File: src/led_panel_pkg.sv
/*
 * Geometry and scan timing of the 8x8 panel, two half-panels of 4 rows.
 * Timing constants count clk_root cycles or scan ticks, as noted.
 */
package led_panel_pkg;

    localparam int PANEL_WIDTH   = 8;   // columns
    localparam int HALF_ROWS     = 4;   // rows per half-panel
    localparam int COLOR_BITS    = 4;   // bits per colour channel
    localparam int PLANES        = 4;   // bcm bit planes

    localparam int MATRIX_DIV    = 4;   // clk_root cycles per scan tick
    localparam int OE_BASE_TICKS = 2;   // display ticks of plane 0

    // column and row indices within one half-panel
    typedef logic [$clog2(PANEL_WIDTH)-1:0] col_t;
    typedef logic [$clog2(HALF_ROWS)-1:0]   row_t;
    typedef logic [$clog2(PLANES)-1:0]      plane_t;

    // row * PANEL_WIDTH + col, rows 4..7 are the bottom half
    typedef logic [$clog2(2 * HALF_ROWS * PANEL_WIDTH)-1:0] pix_addr_t;

    // red in [11:8], green in [7:4], blue in [3:0]
    typedef logic [3*COLOR_BITS-1:0] pixel_t;

    // bit 0 red, bit 1 green, bit 2 blue
    typedef logic [2:0] rgb_t;

    typedef logic [PLANES-1:0] plane_mask_t;  // one enable per plane

endpackage

File: src/led_cmd_pkg.sv
/*
 * Serial command protocol. 8N1 at TICKS_PER_BIT clk_root cycles per bit.
 */
package led_cmd_pkg;

    localparam int TICKS_PER_BIT = 4;

    typedef logic [7:0] byte_t;

    // opcodes, everything else is ignored in IDLE
    localparam byte_t OP_PIXEL  = 8'h50;  // addr, red, green/blue
    localparam byte_t OP_BRIGHT = 8'h42;  // plane mask in low nibble
    localparam byte_t OP_COLOR  = 8'h43;  // rgb enable in low 3 bits

    typedef enum logic [2:0] {
        IDLE,
        ADDR,
        DATA_HI,
        DATA_LO,
        ARG
    } cmd_state_t;

endpackage

File: src/uart_rx.sv
/*
 * 8N1 receiver, lsb first. No parity, no framing error output:
 * a frame with a low stop bit is dropped silently.
 */
module uart_rx (
    input  logic               clk_root,
    input  logic               rst_n,
    input  logic               ser_rx,
    output led_cmd_pkg::byte_t rx_byte,
    output logic               rx_strobe
);
    import led_cmd_pkg::*;

    typedef enum logic [1:0] {RX_IDLE, RX_START, RX_DATA, RX_STOP} rx_state_t;
    typedef logic [$clog2(TICKS_PER_BIT)-1:0] tick_cnt_t;

    rx_state_t rx_state;
    tick_cnt_t tick_cnt;
    logic [2:0] bit_idx;
    logic [1:0] sync_ff;
    logic rx_sync;
    logic bit_done;

    assign rx_sync  = sync_ff[1];
    assign bit_done = (tick_cnt == tick_cnt_t'(TICKS_PER_BIT - 1));

    always_ff @(posedge clk_root or negedge rst_n) begin
        if (!rst_n) begin
            sync_ff   <= 2'b11;  // line idles high
            rx_state  <= RX_IDLE;
            tick_cnt  <= '0;
            bit_idx   <= '0;
            rx_strobe <= 1'b0;
        end else begin
            sync_ff   <= {sync_ff[0], ser_rx};
            rx_strobe <= 1'b0;
            tick_cnt  <= tick_cnt + 1'b1;
            case (rx_state)
                RX_IDLE: begin
                    tick_cnt <= '0;
                    if (!rx_sync) rx_state <= RX_START;
                end
                RX_START: begin
                    // recheck in mid start bit, rejects glitches
                    if (tick_cnt == tick_cnt_t'(TICKS_PER_BIT / 2 - 1)) begin
                        tick_cnt <= '0;
                        bit_idx  <= '0;
                        rx_state <= rx_sync ? RX_IDLE : RX_DATA;
                    end
                end
                RX_DATA: begin
                    if (bit_done) begin
                        bit_idx <= bit_idx + 1'b1;
                        if (bit_idx == 3'd7) rx_state <= RX_STOP;
                    end
                end
                RX_STOP: begin
                    if (bit_done) begin
                        rx_strobe <= rx_sync;  // low stop bit, no strobe
                        rx_state  <= RX_IDLE;
                    end
                end
                default: rx_state <= RX_IDLE;
            endcase
        end
    end

    always_ff @(posedge clk_root) begin
        if (rx_state == RX_DATA && bit_done) rx_byte <= {rx_sync, rx_byte[7:1]};
    end

endmodule

File: src/command_decoder.sv
/*
 * Byte stream to framebuffer writes and display settings.
 * No error recovery: a truncated command waits for its remaining bytes.
 */
module command_decoder (
    input  logic                       clk_root,
    input  logic                       rst_n,
    input  led_cmd_pkg::byte_t         rx_byte,
    input  logic                       rx_strobe,
    output logic                       ram_we,
    output led_panel_pkg::pix_addr_t   ram_waddr,
    output led_panel_pkg::pixel_t      ram_wdata,
    output led_panel_pkg::plane_mask_t brightness_enable,
    output led_panel_pkg::rgb_t        rgb_enable
);
    import led_panel_pkg::*;
    import led_cmd_pkg::*;

    cmd_state_t state;
    logic bright_pending;           // ARG belongs to OP_BRIGHT, else OP_COLOR
    logic [COLOR_BITS-1:0] red_nib;

    always_ff @(posedge clk_root or negedge rst_n) begin
        if (!rst_n) begin
            state             <= IDLE;
            bright_pending    <= 1'b0;
            ram_we            <= 1'b0;
            brightness_enable <= '1;
            rgb_enable        <= '1;
        end else begin
            ram_we <= 1'b0;
            if (rx_strobe) begin
                case (state)
                    IDLE: begin
                        if (rx_byte == OP_PIXEL) begin
                            state <= ADDR;
                        end else if (rx_byte == OP_BRIGHT || rx_byte == OP_COLOR) begin
                            state          <= ARG;
                            bright_pending <= (rx_byte == OP_BRIGHT);
                        end
                    end
                    ADDR:    state <= DATA_HI;
                    DATA_HI: state <= DATA_LO;
                    DATA_LO: begin
                        ram_we <= 1'b1;  // one cycle after the last byte
                        state  <= IDLE;
                    end
                    ARG: begin
                        if (bright_pending) brightness_enable <= rx_byte[PLANES-1:0];
                        else rgb_enable <= rx_byte[2:0];
                        state <= IDLE;
                    end
                    default: state <= IDLE;
                endcase
            end
        end
    end

    // pixel assembly
    always_ff @(posedge clk_root) begin
        if (rx_strobe) begin
            if (state == ADDR) ram_waddr <= rx_byte[$bits(pix_addr_t)-1:0];
            if (state == DATA_HI) red_nib <= rx_byte[COLOR_BITS-1:0];
            if (state == DATA_LO) ram_wdata <= {red_nib, rx_byte};
        end
    end

endmodule

File: src/frame_ram.sv
/*
 * 64 x 12-bit framebuffer, one write port, two registered read ports.
 * Contents are undefined until written.
 */
module frame_ram (
    input  logic                     clk_root,
    input  logic                     we,
    input  led_panel_pkg::pix_addr_t waddr,
    input  led_panel_pkg::pixel_t    wdata,
    input  led_panel_pkg::pix_addr_t rd_addr_top,
    input  led_panel_pkg::pix_addr_t rd_addr_bottom,
    output led_panel_pkg::pixel_t    rd_data_top,
    output led_panel_pkg::pixel_t    rd_data_bottom
);
    import led_panel_pkg::*;

    pixel_t mem [2*HALF_ROWS*PANEL_WIDTH];

    always_ff @(posedge clk_root) begin
        if (we) mem[waddr] <= wdata;
    end

    // read before write on an address collision
    always_ff @(posedge clk_root) begin
        rd_data_top    <= mem[rd_addr_top];
        rd_data_bottom <= mem[rd_addr_bottom];
    end

endmodule

File: src/matrix_scan.sv
/*
 * BCM scan sequencer: per row, planes 3..0, each shifted, latched, then lit.
 * Shifting never overlaps display time. One row is 98 ticks.
 */
module matrix_scan (
    input  logic                  clk_root,
    input  logic                  rst_n,
    output led_panel_pkg::col_t   scan_col,
    output led_panel_pkg::row_t   scan_row,
    output led_panel_pkg::plane_t scan_plane,
    output logic                  clk_pixel,
    output logic                  row_latch,
    output logic                  output_enable,
    output led_panel_pkg::row_t   row_addr
);
    import led_panel_pkg::*;

    typedef enum logic [1:0] {SHIFT_LOW, SHIFT_HIGH, LATCH, DISPLAY} phase_t;
    typedef logic [$clog2(MATRIX_DIV)-1:0] div_t;
    typedef logic [$clog2(OE_BASE_TICKS << (PLANES - 1))-1:0] disp_t;

    phase_t phase;
    div_t   div_cnt;
    disp_t  disp_cnt;  // remaining display ticks minus one
    logic   tick;

    assign tick = (div_cnt == div_t'(MATRIX_DIV - 1));

    always_ff @(posedge clk_root or negedge rst_n) begin
        if (!rst_n) div_cnt <= '0;
        else if (tick) div_cnt <= '0;
        else div_cnt <= div_cnt + 1'b1;
    end

    always_ff @(posedge clk_root or negedge rst_n) begin
        if (!rst_n) begin
            phase      <= SHIFT_LOW;
            scan_col   <= '0;
            scan_row   <= '0;
            scan_plane <= plane_t'(PLANES - 1);  // msb plane first
            disp_cnt   <= '0;
        end else if (tick) begin
            case (phase)
                SHIFT_LOW: phase <= SHIFT_HIGH;
                SHIFT_HIGH: begin
                    if (scan_col == col_t'(PANEL_WIDTH - 1)) begin
                        phase <= LATCH;
                    end else begin
                        scan_col <= scan_col + 1'b1;
                        phase    <= SHIFT_LOW;
                    end
                end
                LATCH: begin
                    phase    <= DISPLAY;
                    disp_cnt <= disp_t'((OE_BASE_TICKS << scan_plane) - 1);
                end
                DISPLAY: begin
                    if (disp_cnt == '0) begin
                        phase      <= SHIFT_LOW;
                        scan_col   <= '0;
                        scan_plane <= scan_plane - 1'b1;  // 0 wraps to 3
                        if (scan_plane == '0) scan_row <= scan_row + 1'b1;
                    end else begin
                        disp_cnt <= disp_cnt - 1'b1;
                    end
                end
                default: phase <= SHIFT_LOW;
            endcase
        end
    end

    assign clk_pixel     = (phase == SHIFT_HIGH);
    assign row_latch     = (phase == LATCH);
    assign output_enable = (phase == DISPLAY);

    // follows scan_row one cycle later, oe is low by then
    always_ff @(posedge clk_root or negedge rst_n) begin
        if (!rst_n) row_addr <= '0;
        else row_addr <= scan_row;
    end

endmodule

File: src/pixel_fetch.sv
/*
 * Reads top and bottom pixels of the scan position and reduces them to
 * gated rgb bits. Outputs are valid 2 cycles after a scan position change.
 */
module pixel_fetch (
    input  logic                       clk_root,
    input  logic                       rst_n,
    input  led_panel_pkg::col_t        scan_col,
    input  led_panel_pkg::row_t        scan_row,
    input  led_panel_pkg::plane_t      scan_plane,
    input  led_panel_pkg::pixel_t      rd_data_top,
    input  led_panel_pkg::pixel_t      rd_data_bottom,
    input  led_panel_pkg::plane_mask_t brightness_enable,
    input  led_panel_pkg::rgb_t        rgb_enable,
    output led_panel_pkg::pix_addr_t   rd_addr_top,
    output led_panel_pkg::pix_addr_t   rd_addr_bottom,
    output led_panel_pkg::rgb_t        rgb_top,
    output led_panel_pkg::rgb_t        rgb_bottom
);
    import led_panel_pkg::*;

    // plane bit of each colour nibble, masked by both settings
    function automatic rgb_t plane_bits(pixel_t px, plane_t pl);
        rgb_t bits;
        bits[0] = px[2*COLOR_BITS + pl];  // red
        bits[1] = px[COLOR_BITS + pl];    // green
        bits[2] = px[pl];                 // blue
        return bits & rgb_enable & {3{brightness_enable[pl]}};
    endfunction

    assign rd_addr_top    = pix_addr_t'(scan_row * PANEL_WIDTH + scan_col);
    assign rd_addr_bottom = pix_addr_t'((scan_row + HALF_ROWS) * PANEL_WIDTH + scan_col);

    always_ff @(posedge clk_root or negedge rst_n) begin
        if (!rst_n) begin
            rgb_top    <= '0;
            rgb_bottom <= '0;
        end else begin
            rgb_top    <= plane_bits(rd_data_top, scan_plane);
            rgb_bottom <= plane_bits(rd_data_bottom, scan_plane);
        end
    end

endmodule

File: src/led_matrix_top.sv
/*
 * Serial-controlled 8x8 HUB75-style panel driver. output_enable is
 * active high here, invert at the pin for a panel with an active low OE.
 */
module led_matrix_top (
    input  logic                  clk_root,
    input  logic                  rst_n,
    input  logic                  ser_rx,
    output led_panel_pkg::rgb_t   rgb_top,
    output led_panel_pkg::rgb_t   rgb_bottom,
    output led_panel_pkg::row_t   row_addr,
    output logic                  clk_pixel,
    output logic                  row_latch,
    output logic                  output_enable
);
    import led_panel_pkg::*;
    import led_cmd_pkg::*;

    byte_t       rx_byte;
    logic        rx_strobe;
    logic        ram_we;
    pix_addr_t   ram_waddr, rd_addr_top, rd_addr_bottom;
    pixel_t      ram_wdata, rd_data_top, rd_data_bottom;
    plane_mask_t brightness_enable;
    rgb_t        rgb_enable;
    col_t        scan_col;
    row_t        scan_row;
    plane_t      scan_plane;

    uart_rx u_uart_rx (.clk_root, .rst_n, .ser_rx, .rx_byte, .rx_strobe);

    command_decoder u_decoder (.clk_root, .rst_n, .rx_byte, .rx_strobe, .ram_we,
        .ram_waddr, .ram_wdata, .brightness_enable, .rgb_enable);

    frame_ram u_ram (.clk_root, .we(ram_we), .waddr(ram_waddr), .wdata(ram_wdata),
        .rd_addr_top, .rd_addr_bottom, .rd_data_top, .rd_data_bottom);

    matrix_scan u_scan (.clk_root, .rst_n, .scan_col, .scan_row, .scan_plane,
        .clk_pixel, .row_latch, .output_enable, .row_addr);

    pixel_fetch u_fetch (.clk_root, .rst_n, .scan_col, .scan_row, .scan_plane,
        .rd_data_top, .rd_data_bottom, .brightness_enable, .rgb_enable,
        .rd_addr_top, .rd_addr_bottom, .rgb_top, .rgb_bottom);

endmodule

File: config.mk
export PLATFORM = sky130hd
export DESIGN_NAME = led_matrix_top
export DESIGN_NICKNAME = d
export VERILOG_FILES = /design/src/led_panel_pkg.sv /design/src/led_cmd_pkg.sv /design/src/uart_rx.sv /design/src/command_decoder.sv /design/src/frame_ram.sv /design/src/matrix_scan.sv /design/src/pixel_fetch.sv /design/src/led_matrix_top.sv
export SDC_FILE = /design/constraint.sdc
export NUM_CORES = 1
export LEC_CHECK = 0
export BUFFER_PORTS_ARGS = -buffer_cell sky130_fd_sc_hd__buf_2
export CORE_MARGIN = 4
export CORE_UTILIZATION = 40
export DETAILED_ROUTE_END_ITERATION = 10
export PLACE_DENSITY = 0.61
export SYNTH_ARGS = -nofsm -noshare
export SYNTH_HDL_FRONTEND = slang
export SYNTH_SLANG_ARGS = --single-unit
File: constraint.sdc
create_clock -name clk_root -period 6.2 [get_ports clk_root]
set_input_delay 0.62 -clock clk_root [delete_from_list [all_inputs] [get_ports clk_root]]
set_output_delay 0.62 -clock clk_root [all_outputs]
set_load 0.02 [all_outputs]
After elaboration in Yosys (flattened, before gate mapping)
Memory sizes are Yosys's and may differ from the RTL's. A register that Yosys moved wholly into a read port is not among the register bits. Index checks and enable logic that the tools add are counted. Widths: inputs -> output; s select.

Flip-flop bits (word level): 75. Memory bits (writable): 768. Logic and storage cells: 143. ROM bits: 0. Input port bits: 3. Latch bits: 0. Memories kept: 1. Output and inout bits: 11.

Memory list: u_ram.mem (depth 64, width 12, rd ports 2, clocked after memory_dff 2, write ports 1, line frame_ram.sv:17) `pixel_t mem [2*HALF_ROWS*PANEL_WIDTH];`.

Add/sub/neg operators: 13. Divide/modulo/power cells: 0. Reduce and logical (&&, ||, !) cells: 24. Equal/unequal tests: 27. Shifts and indexed selects: 1. Multiplexer cells: 44. $lt $le $gt $ge: 4. Multiply operators: 0. Bitwise logic cells: 6.

Operators by type and width (count): $lt 32x5->1 const B (2); $eq 8x7->1 const B (3); $mux 2 (10); $mux 3 (6); $bmux 1 s4 (4); $pmux 2 s4 (2); $reduce_and 3->1 (5); $mux 1 (13); $and 3x3->3 (4); $eq 2x2->1 const B (6); $pmux 3 s2 (2); $reduce_and 4->1 (3); $ne 2x1->1 const B (5); $reduce_and 2->1 (5); $eq 3x3->1 const B (3); $pmux 3 s3 (1); $pmux 4 s2 (1); $add 2x1->2 const B (3); $add 3x1->3 const B (2); $add 5x3->6 (1); $add 6x3->6 (1); $bmux 1 s2 (3); $eq 2x1->1 const B (3); $eq 3x2->1 const B (2); other kinds (22) (29).

Logic depth before layout (Yosys ltp)
Depth after elaboration: 5. Mapped depth: 8. Gate-level depth less buffers: 7.

Modules after synthesis
From an unflattened synthesis, not the netlist that was laid out.

Cells, all modules: 2044. Area total of the unflattened synthesis: 39639.3 µm².

By module, submodules not included: frame_ram (sequential area each 23542.6 µm², instances 1, cells each 1807, area each 36292.3 µm²); command_decoder (sequential area each 969.7 µm², instances 1, cells each 68, area each 1209.9 µm²); matrix_scan (sequential area each 427.9 µm², instances 1, cells each 80, area each 897.1 µm²); uart_rx (sequential area each 493.0 µm², instances 1, cells each 54, area each 759.5 µm²); pixel_fetch (sequential area each 150.1 µm², instances 1, cells each 35, area each 480.5 µm²).

Worst setup path after synthesis
OpenSTA, ideal clock, no wires.

Path type: register to register. Start: register u_decoder.ram_waddr[0]. End: memory u_ram.mem[16][0] (netlist name) (enable). Path buffers: 0. Stages on the path, launching flop included: 4. Data required time: 5.804 ns. Data arrival time: 2.081 ns. Setup slack: 3.723 ns. Library setup time: 0.396 ns. Period minus slack after synthesis: 2.477 ns. Cells stage by stage: edfxtp_1 -> and2b_1 -> or3b_2 -> nor3_1.

RTL lines: start: declaration (line command_decoder.sv:11) `output led_panel_pkg::pix_addr_t ram_waddr,`; start signal: assignment (line command_decoder.sv:62) `if (state == ADDR) ram_waddr <= rx_byte[$bits(pix_addr_t)-1:0];`; end: declaration (line frame_ram.sv:17).

No word-level cell before the write port.

Worst setup path in the final report
Start: register u_scan.scan_col[2]. End: register u_ram.rd_data_top[2] (read register of u_ram.mem).

Word-level cells in the longest chain between the ends: 1.

RTL lines: start: declaration (line matrix_scan.sv:8) `output led_panel_pkg::col_t scan_col,`; start signal: assignment (line matrix_scan.sv:49) `scan_col <= scan_col + 1'b1;`; $add 5x3->6 (line pixel_fetch.sv:31) `assign rd_addr_top = pix_addr_t'(scan_row * PANEL_WIDTH + scan_col);`; end: declaration (line frame_ram.sv:12) `output led_panel_pkg::pixel_t rd_data_top,`.

Every way passes these cells. A chain may end at the register's enable or synchronous reset.

==> impl_results.md <==
- Die H: around 300 um
- CTS Buffer Depth: 3
- Avg Synthesized Cell Area: approximately 17 sq um
- CTS Root Cell: clkbuf_16
- Final Cycle Share: 0.525
- Core Region: 83800 sq um
- Top routing layer in use: met5
- Status: finished, final reports clean
- Actual slew at the worst max-slew pin: 1.37 ns
- Mapped Nets: 2011
- Drt drc: 0
- Grt ovf: 0
- Synth Register Bits: between 800 and 900
- Post-synth top area cell: edfxtp_1
- Count leader, synth: edfxtp_1
- Final #Nets: 2054
- Mapped Area: between 30000 and 40000 sq um
- Pin count of the biggest net entering global routing: 134
- GRT Resource Usage Total: 0.171
- Placement Rows: 106
- FF-to-FF Start: u_scan.scan_col[2]
- Max incr delay on CP: ~0.7 ns
- First drt pass iteration count: 5
- Reg2reg end: u_ram.rd_data_top[2]
- Hpwl dp: 44500 um
- Classification of the worst setup path: reg2reg
- Stages on worst setup path: 7
- Worst Path Max Fanout: 56
- Fmax: 307 MHz
- Starting Density: 0.404
- H-tree lvl count: 3
- Ys flop type: edfxtp_1
- DR WL/cell: 24.1 um
- # setup viols final: 0
- EDFF count, synth: 798
- Leakage power: 0.0148 uW
- FF-to-FF path depth: 7
- Ys Warns: 0
- Largest delay share family, worst path: buffers and inverters
- Total Power: about 11000 uW
- Endpoint class of the critical path: flop
- Reg-to-reg slack, setup: 2.94 ns
- Port Buffer Count: 13
- Die area: 89300 sq um
- Cells after Synth: 1991
- GP Congestion: 0.815
- Met2 Routed Length: between 30000 and 40000 um
- TritonCTS buffer count: 83
- CP startpoint kind: flop
- Commonest cells post-synth: edfxtp_1 (798), mux2i_1 (387), nand2_1 (104)
- Via count: approximately 18000
- CTS tree: done
- Unique masters post-synth: 47
- Yosys top cell area share: 0.708
- DR WL met3: 4420 um
- Vias in the first global route: 17355
- Power Density: 300 nW/um^2
- Synth async-reset ratio: 0.0519
- Setup Skew: 0.0247 ns
- Hold Violations, Final: 0
- RSZ-0062 raised after global routing: no
- Buf+Inv Stages, Crit Path: 2
- Post-CTS setup buffers: 0
- Top cells by area, synth: edfxtp_1 (71%), mux2i_1 (11%), dfrtp_1 (2.5%)
- Final hold slack: around 0.1 ns
- CP max-delay cell: buf_4
- Metal1 wirelength: 34800 um
- CP Capture Point: u_ram.rd_data_top[2]
- Antenna Nets Post-Route: 0
- Slew Limit Fails: 0
- CP Launch Point: u_scan.scan_col[2]
- Worst-case headroom to the max-slew limit: 0.0818
- Clk pin slew, worst setup/hold paths: 0.06 ns
- Die outline width: 299 um
- CP most frequent cell: buf_4
- Worst-Skew Late Latency: 0.62 ns
- Setup_tns: 0 ns
- Crit-path cells: nor2b_4 -> buf_4 -> buf_4 -> a22o_1 -> nor3_1 -> a31oi_1 -> nand3_1
- Synth-to-layout area growth: 11.8%
- Post-synthesis sequential area ratio: 0.756
- Minimum clock period: roughly 3.3 ns
- Hold Crit Class: in2async
- Initial antenna violation count: 2
- Vias per cell: 5.43
- Worst Path Required: 6.66 ns
- Share of layout cells above drive strength 1: 0.111
- MaxCap Viol Count: 0
- Drt initial violations: 1553
- CP arrival: 3.71 ns
- Clock net sink count: between 800 and 900
- First-pass GRT wire length: 114000 um
- VDD IR max: 0.206 mV
- Final WL: 77900 um
- Post-CTS Resized: 0
- I/O pin count: 14
- CTS Hold Bufs: 0
[power breakdown]
part / switching (uW) / leakage [uW] / internal, uW / total (uW)
sequential: 18.2 / 0.00794 / 6310 / 6330
combinational: 62.6 / 0.00555 / 39.5 / 102
clock: 2080 / 0.00129 / 2840 / 4920
total: 2160 / 0.0148 / 9190 / 11300
[stage by stage]
stage	utilization	worst slack, ns	area, sq um	instances
detailed placement	0.420	3.08	35200	3083
global placement	0.420	3.11	35200	3083
global route	0.451	2.90	37800	3235
CTS	0.451	3.05	37800	3235
finish	0.451	2.94	37800	3237
floorplan	-	3.72	33800	1991
[flip-flops by register name (all words and copies together) (netlist names), 2 cells and up, named ones only]
name and cells:
u_scan.scan_plane 2, u_uart_rx.sync_ff 2, u_uart_rx.rx_byte 8, u_uart_rx.bit_idx 3, u_fetch.rgb_top 3, u_decoder.ram_waddr 6
u_uart_rx.tick_cnt 2, u_decoder.red_nib 4, u_decoder.rgb_enable 3, u_scan.div_cnt 2, u_scan.scan_col 3, u_scan.disp_cnt 4
u_decoder.brightness_enable 4, u_scan.scan_row 2, u_ram.rd_data_bottom 12, u_decoder.state 3, u_ram.mem 768, u_fetch.rgb_bottom 3
u_scan.row_addr 2, u_ram.rd_data_top 12, u_decoder.ram_wdata 12
[per-layer routing]
metal,GRT usage,vias to the layer above
li1,-,7863
met1,0.238,9124
met2,0.280,493
met3,0.0293,94
met4,0.0427,2
met5,0,-
[worst min path at each step]
| stage | from | to | slack (ns) | depth (start not counted) |
|---|---|---|---|---|
| CTS | ser_rx | u_uart_rx.sync_ff[0] | 0.08 | 1 |
| global placement | u_uart_rx.sync_ff[0] | u_uart_rx.sync_ff[1] | 0.35 | 0 |
| finish | rst_n | u_scan.div_cnt[0] | 0.1 | 2 |
| global route | ser_rx | u_uart_rx.sync_ff[0] | 0.1 | 1 |
| detailed placement | u_uart_rx.sync_ff[0] | u_uart_rx.sync_ff[1] | 0.35 | 0 |
| floorplan | rst_n | async pin | 0.32 | 0 |
[cell type report]
type                    count  area, sq um
repair buffers             65          505
multi-input cells        1002         7620
diodes                      2         5.00
clock buffers             111         2280
clock inverters            41          355
well taps                1134         1420
flip-flops and latches    867        25600
fillers                  7230        46000
inverters                  15         56.3
[cell families after synthesis]
family	share of synthesized area
xor+xnor	0.00103
compound gates	0.0483
buf+inv	0.0210
simple gates	0.0458
fa+ha+maj	0.00628
mux	0.122
flops	0.756
[placed cells by master, fill, tap and decap left out, types with 29 or more instances in the layout]
cell type and n:
edfxtp_1 798, a22oi_1 73, buf_4 48, nand2_1 104
a21oi_1 76, mux2i_1 387, nor3_1 29, dfrtp_1 33
nand3_1 83, a22o_1 48, clkbuf_16 85, nor2_1 59
No activity file was read; power rests on OpenSTA's default activity.
